## src/calc_key_pkg.sv

```systemverilog
`default_nettype none

package calc_key_pkg;

	////////////////////////////////////////////////////////////////////////////
	// keypad codes, 0 to 9 are digits
	////////////////////////////////////////////////////////////////////////////
	localparam logic [3:0] KEY_ADD   = 4'd10;
	localparam logic [3:0] KEY_SUB   = 4'd11;
	localparam logic [3:0] KEY_CLEAR = 4'd12;
	localparam logic [3:0] KEY_MUL   = 4'd13;
	localparam logic [3:0] KEY_EQUAL = 4'd14;
	localparam logic [3:0] KEY_NONE  = 4'd15; // unused key, dropped in decode

	// what a key means to the rest of the core
	typedef enum logic [2:0] {
		kc_digit,
		kc_add,
		kc_sub,
		kc_mul,
		kc_equal,
		kc_clear,
		kc_none
	} key_class_t;

endpackage

`default_nettype wire

```

## src/calc_pkg.sv

```systemverilog
`default_nettype none

package calc_pkg;

	// default operand width, result is twice this
	localparam int DEF_DATA_W = 16;

	////////////////////////////////////////////////////////////////////////////
	// controller states
	////////////////////////////////////////////////////////////////////////////
	typedef enum logic [2:0] {
		st_left,      // typing operand a
		st_right_add, // typing operand b
		st_right_sub,
		st_right_mul,
		st_equal_add, // result held
		st_equal_sub,
		st_equal_mul
	} calc_state_t;

	// operator picked by A, B or D
	typedef enum logic [1:0] {
		op_add,
		op_sub,
		op_mul
	} calc_op_t;

endpackage

`default_nettype wire

```

## src/key_decode.sv

```systemverilog
`timescale 1ns/1ps
`default_nettype none

module key_decode (
	input  logic                     clk,
	input  logic                     rst_n,
	input  logic [3:0]               key,
	input  logic                     key_valid,
	output logic                     key_strobe,
	output calc_key_pkg::key_class_t key_class,
	output logic [3:0]               digit
);
	import calc_key_pkg::*;

	key_class_t key_class_d;

	// code to class
	always_comb
	begin
		case (key)
			KEY_ADD:   key_class_d = kc_add;
			KEY_SUB:   key_class_d = kc_sub;
			KEY_MUL:   key_class_d = kc_mul;
			KEY_EQUAL: key_class_d = kc_equal;
			KEY_CLEAR: key_class_d = kc_clear;
			KEY_NONE:  key_class_d = kc_none;
			default:   key_class_d = kc_digit; // 0 to 9
		endcase
	end

	always_ff @(posedge clk or negedge rst_n)
	begin
		if (!rst_n)
		begin
			key_strobe <= 1'b0;
			key_class  <= kc_none;
		end
		else
		begin
			key_strobe <= key_valid && (key != KEY_NONE); // F never strobes
			if (key_valid)
				key_class <= key_class_d;
		end
	end

	// digit value of the last key
	always_ff @(posedge clk)
	begin
		if (key_valid)
			digit <= key;
	end

	a_key_valid_known: assert property (@(posedge clk) disable iff (!rst_n)
		!$isunknown(key_valid))
		else $error("key_valid unknown");

endmodule

`default_nettype wire

```

## src/calc_control.sv

```systemverilog
`timescale 1ns/1ps
`default_nettype none

module calc_control (
	input  logic                     clk,
	input  logic                     rst_n,
	input  logic                     key_strobe,
	input  calc_key_pkg::key_class_t key_class,
	output logic                     num_enable1,
	output logic                     num_enable2,
	output logic                     ans_enable,
	output logic                     clear_ops,
	output calc_pkg::calc_op_t       op,
	output calc_pkg::calc_state_t    state
);
	import calc_pkg::*;
	import calc_key_pkg::*;

	calc_state_t next_state;
	calc_op_t    next_op;
	logic        in_right;
	logic        in_equal;
	logic        next_equal;

	assign in_right   = state inside {st_right_add, st_right_sub, st_right_mul};
	assign in_equal   = state inside {st_equal_add, st_equal_sub, st_equal_mul};
	assign next_equal = next_state inside {st_equal_add, st_equal_sub, st_equal_mul};

	////////////////////////////////////////////////////////////////////////////
	// unregistered outputs
	////////////////////////////////////////////////////////////////////////////
	assign clear_ops   = key_strobe && (key_class == kc_clear);
	assign num_enable1 = (state == st_left);
	assign num_enable2 = in_right;

	////////////////////////////////////////////////////////////////////////////
	// next state, moves only on a key strobe
	////////////////////////////////////////////////////////////////////////////
	always_comb
	begin
		next_state = state;
		next_op    = op;
		if (key_strobe && key_class == kc_clear)
			next_state = st_left; // from any state
		else if (key_strobe && !in_equal)
		begin
			case (key_class)
				kc_add:
				begin
					next_state = st_right_add;
					next_op    = op_add;
				end
				kc_sub:
				begin
					next_state = st_right_sub;
					next_op    = op_sub;
				end
				kc_mul:
				begin
					next_state = st_right_mul;
					next_op    = op_mul;
				end
				kc_equal:
				begin
					case (state)
						st_right_add: next_state = st_equal_add;
						st_right_sub: next_state = st_equal_sub;
						st_right_mul: next_state = st_equal_mul;
						default:      next_state = state; // E on left entry ignored
					endcase
				end
				default: next_state = state; // digits handled in operand_entry
			endcase
		end
	end

	always_ff @(posedge clk or negedge rst_n)
	begin
		if (!rst_n)
		begin
			state      <= st_left;
			op         <= op_add;
			ans_enable <= 1'b0;
		end
		else
		begin
			state      <= next_state;
			op         <= next_op;
			ans_enable <= next_equal && !in_equal; // one pulse on entry to equal
		end
	end

	a_one_entry: assert property (@(posedge clk) disable iff (!rst_n)
		!(num_enable1 && num_enable2))
		else $error("both entry enables high");

	a_ans_pulse: assert property (@(posedge clk) disable iff (!rst_n)
		ans_enable |=> !ans_enable)
		else $error("ans_enable longer than one cycle");

endmodule

`default_nettype wire

```

## src/operand_entry.sv

```systemverilog
`timescale 1ns/1ps
`default_nettype none

module operand_entry #(
	parameter int DATA_W = calc_pkg::DEF_DATA_W
) (
	input  logic                     clk,
	input  logic                     rst_n,
	input  logic                     key_strobe,
	input  calc_key_pkg::key_class_t key_class,
	input  logic [3:0]               digit,
	input  logic                     num_enable1,
	input  logic                     num_enable2,
	input  logic                     clear_ops,
	output logic [DATA_W-1:0]        operand_a,
	output logic [DATA_W-1:0]        operand_b
);
	import calc_key_pkg::*;

	logic digit_hit;
	logic first_op;

	// times ten plus digit, wraps at DATA_W
	function automatic logic [DATA_W-1:0] shift_in(input logic [DATA_W-1:0] val,
		input logic [3:0] d);
		return val * DATA_W'(10) + DATA_W'(d);
	endfunction

	assign digit_hit = key_strobe && (key_class == kc_digit);
	// operator leaving left entry, right operand starts fresh
	assign first_op  = key_strobe && num_enable1 &&
		(key_class inside {kc_add, kc_sub, kc_mul});

	always_ff @(posedge clk or negedge rst_n)
	begin
		if (!rst_n)
		begin
			operand_a <= '0;
			operand_b <= '0;
		end
		else if (clear_ops)
		begin
			operand_a <= '0;
			operand_b <= '0;
		end
		else
		begin
			if (digit_hit && num_enable1)
				operand_a <= shift_in(operand_a, digit);
			if (digit_hit && num_enable2)
				operand_b <= shift_in(operand_b, digit);
			else if (first_op)
				operand_b <= '0;
		end
	end

endmodule

`default_nettype wire

```

## src/calc_alu.sv

```systemverilog
`timescale 1ns/1ps
`default_nettype none

module calc_alu #(
	parameter int DATA_W = calc_pkg::DEF_DATA_W,
	parameter int RES_W  = 2 * calc_pkg::DEF_DATA_W
) (
	input  logic [DATA_W-1:0]   operand_a,
	input  logic [DATA_W-1:0]   operand_b,
	input  calc_pkg::calc_op_t  op,
	output logic [RES_W-1:0]    alu_result
);
	import calc_pkg::*;

	logic [RES_W-1:0] a_ext;
	logic [RES_W-1:0] b_ext;

	// unsigned operands
	assign a_ext = {{(RES_W-DATA_W){1'b0}}, operand_a};
	assign b_ext = {{(RES_W-DATA_W){1'b0}}, operand_b};

	always_comb
	begin
		case (op)
			op_add:  alu_result = a_ext + b_ext;
			op_sub:  alu_result = a_ext - b_ext; // two's complement wrap
			op_mul:  alu_result = a_ext * b_ext; // full product fits RES_W
			default: alu_result = '0;
		endcase
	end

	// only A, B and D pick an operator
	always_comb
	begin
		a_op_legal: assert (op !== calc_op_t'(2'b11))
			else $error("illegal operator");
	end

endmodule

`default_nettype wire

```

## src/calc_display.sv

```systemverilog
`timescale 1ns/1ps
`default_nettype none

module calc_display #(
	parameter int DATA_W = calc_pkg::DEF_DATA_W,
	parameter int RES_W  = 2 * calc_pkg::DEF_DATA_W
) (
	input  logic                  clk,
	input  logic                  rst_n,
	input  logic                  ans_enable,
	input  calc_pkg::calc_state_t state,
	input  logic [DATA_W-1:0]     operand_a,
	input  logic [DATA_W-1:0]     operand_b,
	input  logic [RES_W-1:0]      alu_result,
	output logic [RES_W-1:0]      display,
	output logic                  result_valid
);
	import calc_pkg::*;

	logic [RES_W-1:0] result_q; // held answer

	always_ff @(posedge clk or negedge rst_n)
	begin
		if (!rst_n)
		begin
			result_q     <= '0;
			result_valid <= 1'b0;
		end
		else
		begin
			if (ans_enable)
				result_q <= alu_result;
			result_valid <= ans_enable; // same edge as the load
		end
	end

	always_comb
	begin
		case (state)
			st_left:                                display = RES_W'(operand_a);
			st_right_add, st_right_sub, st_right_mul: display = RES_W'(operand_b);
			default:                                display = result_q;
		endcase
	end

endmodule

`default_nettype wire

```

## src/calc_top.sv

```systemverilog
`timescale 1ns/1ps
`default_nettype none

module calc_top #(
	parameter int  DATA_W = calc_pkg::DEF_DATA_W,
	localparam int RES_W  = 2 * DATA_W
) (
	input  logic              clk,
	input  logic              rst_n,
	input  logic [3:0]        key,
	input  logic              key_valid,
	output logic [RES_W-1:0]  display,
	output logic              result_valid
);
	import calc_pkg::*;
	import calc_key_pkg::*;

	////////////////////////////////////////////////////////////////////////////
	// internal nets
	////////////////////////////////////////////////////////////////////////////
	logic              key_strobe;
	key_class_t        key_class;
	logic [3:0]        digit;
	logic              num_enable1;
	logic              num_enable2;
	logic              ans_enable;
	logic              clear_ops;
	calc_op_t          op;
	calc_state_t       state;
	logic [DATA_W-1:0] operand_a;
	logic [DATA_W-1:0] operand_b;
	logic [RES_W-1:0]  alu_result;

	key_decode u_decode (
		.clk, .rst_n, .key, .key_valid,
		.key_strobe, .key_class, .digit
	);

	calc_control u_control (
		.clk, .rst_n, .key_strobe, .key_class,
		.num_enable1, .num_enable2, .ans_enable, .clear_ops,
		.op, .state
	);

	operand_entry #(.DATA_W(DATA_W)) u_entry (
		.clk, .rst_n, .key_strobe, .key_class, .digit,
		.num_enable1, .num_enable2, .clear_ops,
		.operand_a, .operand_b
	);

	calc_alu #(.DATA_W(DATA_W), .RES_W(RES_W)) u_alu (
		.operand_a, .operand_b, .op, .alu_result
	);

	calc_display #(.DATA_W(DATA_W), .RES_W(RES_W)) u_display (
		.clk, .rst_n, .ans_enable, .state,
		.operand_a, .operand_b, .alu_result,
		.display, .result_valid
	);

endmodule

`default_nettype wire

```

## config.mk

```make
export PLATFORM = sky130hd
export DESIGN_NAME = calc_top
export DESIGN_NICKNAME = d
export VERILOG_FILES = /design/src/calc_key_pkg.sv /design/src/calc_pkg.sv /design/src/key_decode.sv /design/src/calc_control.sv /design/src/operand_entry.sv /design/src/calc_alu.sv /design/src/calc_display.sv /design/src/calc_top.sv
export SDC_FILE = /design/constraint.sdc
export NUM_CORES = 1
export LEC_CHECK = 0
export ABC_AREA = 1
export BUFFER_PORTS_ARGS = -buffer_cell sky130_fd_sc_hd__buf_2
export CAP_MARGIN = 30
export CORE_MARGIN = 2
export CORE_UTILIZATION = 45
export CTS_CLUSTER_SIZE = 30
export DETAILED_ROUTE_END_ITERATION = 10
export GPL_ROUTABILITY_DRIVEN = 0
export GPL_TIMING_DRIVEN = 0
export SYNTH_ARGS = -nofsm -noshare
export SYNTH_HDL_FRONTEND = slang
export SYNTH_SLANG_ARGS = --single-unit
```

## constraint.sdc

```tcl
create_clock -name clk -period 9.8 [get_ports clk]
set_input_delay 1.47 -clock clk [delete_from_list [all_inputs] [get_ports clk]]
set_output_delay 1.47 -clock clk [all_outputs]
set_load 0.01 [all_outputs]
```

==> results_dict.tcl <==
set metrics [dict create \
    crit_fanout 10 \
    finalCritPeriodShare_pct 70.5 \
    synth_top_family_by_area "adder cells" \
    instances_no_fill 2978 \
    r2r_start "u_entry.operand_a[1]$_DFFE_PN0P_" \
    setup_violations 0 \
    min_to "u_display.result_valid$_DFF_PN0_" \
    ys_seq_area_share_pct 11.8 \
    synthAdderAreaFrac_pct 37.6 \
    fin_crit_ns 6.91 \
    slowest_delay_ns 0.64 \
    nFillCells 3812 \
    clkSinkCount 79 \
    worst_clock_skew_ns 0.0111 \
    die_w_um 198 \
    crit_chain "clkbuf_1 -> clkbuf_1 -> nand2_1 -> fa_1 -> fa_1 -> inv_1 -> fa_1 -> fa_1 -> fa_1 -> inv_1 -> fa_1 -> inv_1 -> ha_1 -> a21oi_1 -> o21ai_0 -> nand2_1 -> nand2_1 -> inv_1 -> nand3_1 -> or2_2 -> nand2_1 -> a21oi_1" \
    port_buffers 39 \
    status "finished, final reports clean" \
    via_per_inst 5.38 \
    clockBufferDepth 2 \
    cts_tree "done" \
    crit_arrival_ns 7.14 \
    synth-compound-area-share_pct 9.07 \
    slew_viol_final 0 \
    layout.nets 2899 \
    place_inst 2961 \
    synth.avg_cell_area_um2 6.89 \
    die-area_um2 39100 \
    cts_buffers 9 \
    htree_levels 3 \
    clk_pin_slew_ns 0.07 \
    yosys.area_share.simple_pct 26.3 \
    synth_nets 2848 \
    drive_gt1_share_pct 5.06 \
    finalSetupTns_ns 0 \
    drtPass1Iterations 5 \
    drt-total-wl_mm 54.7 \
    worstHoldStart "u_control.ans_enable$_DFF_PN0_" \
    drt_iter0_drc 1553 \
    slew-limit-headroom_pct 48.0 \
    remaining_drc_errors 0 \
    cts-root-buf "clkbuf_16" \
    synth.area.mux_share_pct 0 \
    netlist_area_um2 16900 \
    crit_type "flip-flop to flip-flop" \
    routedWlPerCell_um 18.4 \
    drtAntennaViolNets 0 \
    grt_usage_pct 29.3 \
    via_count 16000 \
    rows 70 \
    endpoint_kind "flip-flop" \
    grt_pass1_vias 16100 \
    core_area_um2 36800 \
    synth_warnings 0 \
    cp_data_required_time_ns 10.03 \
    tightest_slew_ns 0.780 \
    r2r_slack_ns 2.89 \
    multi_input_area_um2 12400 \
    antenna_found_initial 0 \
    synth_cell_type_count 49 \
    io_pins 40 \
    hpwl_mm 46.5 \
    crit_path_frequent_cell "fa_1" \
    hold_viol_final 0 \
    cts_resized 0 \
    rsz0062_at_grt "no" \
    area_growth_syn_to_layout_pct 6.87 \
    die_h_um 198 \
    post_cts_buffers 0 \
    critPathLaunchType "flip-flop" \
    r2r_cells 22 \
    ctsHoldBuffers 0 \
    slowest_stage "clkbuf_1" \
    grt_overflow 0 \
    initial_core_util_pct 45.9 \
    regArea_um2 2000 \
    synth_xor_area_share_pct 0.570 \
    hp-class "flip-flop to flip-flop" \
    hold_depth 0 \
    insertion_delay_ns 0.37 \
    syn_inst 2453 \
    grt_pass1_wl_mm 87.3 \
    r2r_end "u_display.result_q[21]$_DFFE_PN0P_" \
    fmax_mhz 145 \
    ys_ff_latch 79 \
    grt_max_degree 68 \
    max_cap_violations 0 \
]
## critical path, delay by kind of cell, from the launching register on
kind,cells,cell delay [ns]
adders and majority gates,7,3.39
buffers and inverters,6,1.51
and+or+nand+nor,6,0.82
DFF,1,0.63
AOI/OAI and AO/OA,3,0.44
## through the flow
step                      hold slack (ns)  setup WS [ns]  utilization, %  instance area, µm²
final                               0.383           2.89            49.1               18100
after global routing                0.407           2.58            49.1               18100
after CTS                           0.392           2.93            49.1               18100
after detailed placement            0.368           2.95            48.1               17700
after global placement              0.366           2.98            48.1               17700
after floorplan                     0.352           4.18               -               16900
## synthesized netlist by cell type (all sizes together)
cell / n / area share (%)
fa: 200 / 24
o21bai: 9 / 0.40
nor2: 140 / 3.5
inv: 562 / 12
o211ai: 2 / 0.089
a21oi: 113 / 3.5
a21o: 6 / 0.27
dfrtp: 73 / 11
clkbuf: 73 / 1.6
buf: 17 / 0.53
or2: 6 / 0.22
o21a: 3 / 0.13
a22o: 2 / 0.10
xor2: 5 / 0.26
edfxtp: 4 / 0.71
ha: 188 / 14
nor3: 15 / 0.47
o221ai: 3 / 0.16
nand3b: 9 / 0.40
nand3: 146 / 4.5
o211a: 1 / 0.059
a32o: 1 / 0.059
nor4: 2 / 0.16
a31o: 2 / 0.10
nand2b: 1 / 0.037
a31oi: 6 / 0.22
nand2: 704 / 16
a21boi: 7 / 0.31
o22ai: 31 / 1.1
dfstp: 2 / 0.31
o21ai: 85 / 2.6
xnor2: 6 / 0.31
nand4: 29 / 1.1
## per-layer routing
metal | vias up | track usage (%) | wire (µm)
li1 | 7604 | - | -
met1 | 7591 | 40.1 | 23800
met2 | 709 | 44.4 | 23000
met3 | 113 | 7.97 | 5650
met4 | 2 | 10.4 | 2150
met5 | - | 1.15 | 49
## how the worst max path moves through the flow
stage	from	to	slack (ns)	cells past startpoint
detailed placement	u_entry.operand_a[9]$_DFFE_PN0P_	u_display.result_q[12]$_DFFE_PN0P_	2.95	21
global route	u_entry.operand_a[1]$_DFFE_PN0P_	u_display.result_q[31]$_DFFE_PN0P_	2.58	22
CTS	u_entry.operand_a[9]$_DFFE_PN0P_	u_display.result_q[12]$_DFFE_PN0P_	2.93	21
finish	u_entry.operand_a[1]$_DFFE_PN0P_	u_display.result_q[21]$_DFFE_PN0P_	2.89	22
global placement	u_entry.operand_a[9]$_DFFE_PN0P_	u_display.result_q[14]$_DFFE_PN0P_	2.98	20
floorplan	u_entry.operand_b[1]$_DFFE_PN0P_	u_display.result_q[18]$_DFFE_PN0P_	4.18	21
## cell usage in the layout (no fill, tap or decap), types with 7 or more instances in the layout
cell type / synthesis / routed
nand3_1: 139 / 139
nand4_1: 29 / 29
nor2_1: 128 / 128
nand3b_1: 9 / 9
nor3_1: 14 / 14
nand2_1: 691 / 691
fa_1: 200 / 200
o21bai_1: 9 / 9
dfrtp_1: 73 / 73
clkbuf_16: 0 / 10
o21ai_0: 67 / 67
nand3_2: 7 / 7
inv_1: 553 / 553
a21boi_0: 7 / 7
buf_2: 9 / 47
clkbuf_1: 72 / 72
o21ai_1: 16 / 16
nor2_4: 8 / 8
nand2_2: 12 / 12
inv_2: 9 / 9
a21oi_1: 110 / 110
o22ai_1: 31 / 31
ha_1: 188 / 188
## registers in the layout, summed over array words and instances, names as in the netlist
register / flops
u_decode.digit: 4
u_control.ans_enable: 1
u_control.state: 3
u_decode.key_strobe: 1
u_entry.operand_b: 16
u_entry.operand_a: 16
u_display.result_valid: 1
u_control.op: 2
u_decode.key_class: 3
u_display.result_q: 32
## cell type report
| cell class | count | area share (%) |
|---|---|---|
| sequential | 79 | 11.1 |
| buffer | 90 | 2.02 |
| inverter | 562 | 11.7 |
| clock buffer | 10 | 1.39 |
| antenna | 1 | 0.0139 |
| clock inverter | 6 | 0.540 |
| multi-input combinational | 1722 | 68.8 |
| timing repair buffer | 40 | 1.25 |
| tap | 468 | 3.24 |
## cells by family after synthesis
| kind of cell | count (synthesis) |
|---|---|
| adders and majority gates | 388 |
| xor gates and xnor gates | 11 |
| buffers and inverters | 652 |
| DFF | 79 |
| AOI/OAI and AO/OA | 271 |
| and+or+nand+nor | 1052 |
Power is not shown: default switching activity piles up to over one toggle a cycle in this logic, so the estimate is an artifact.
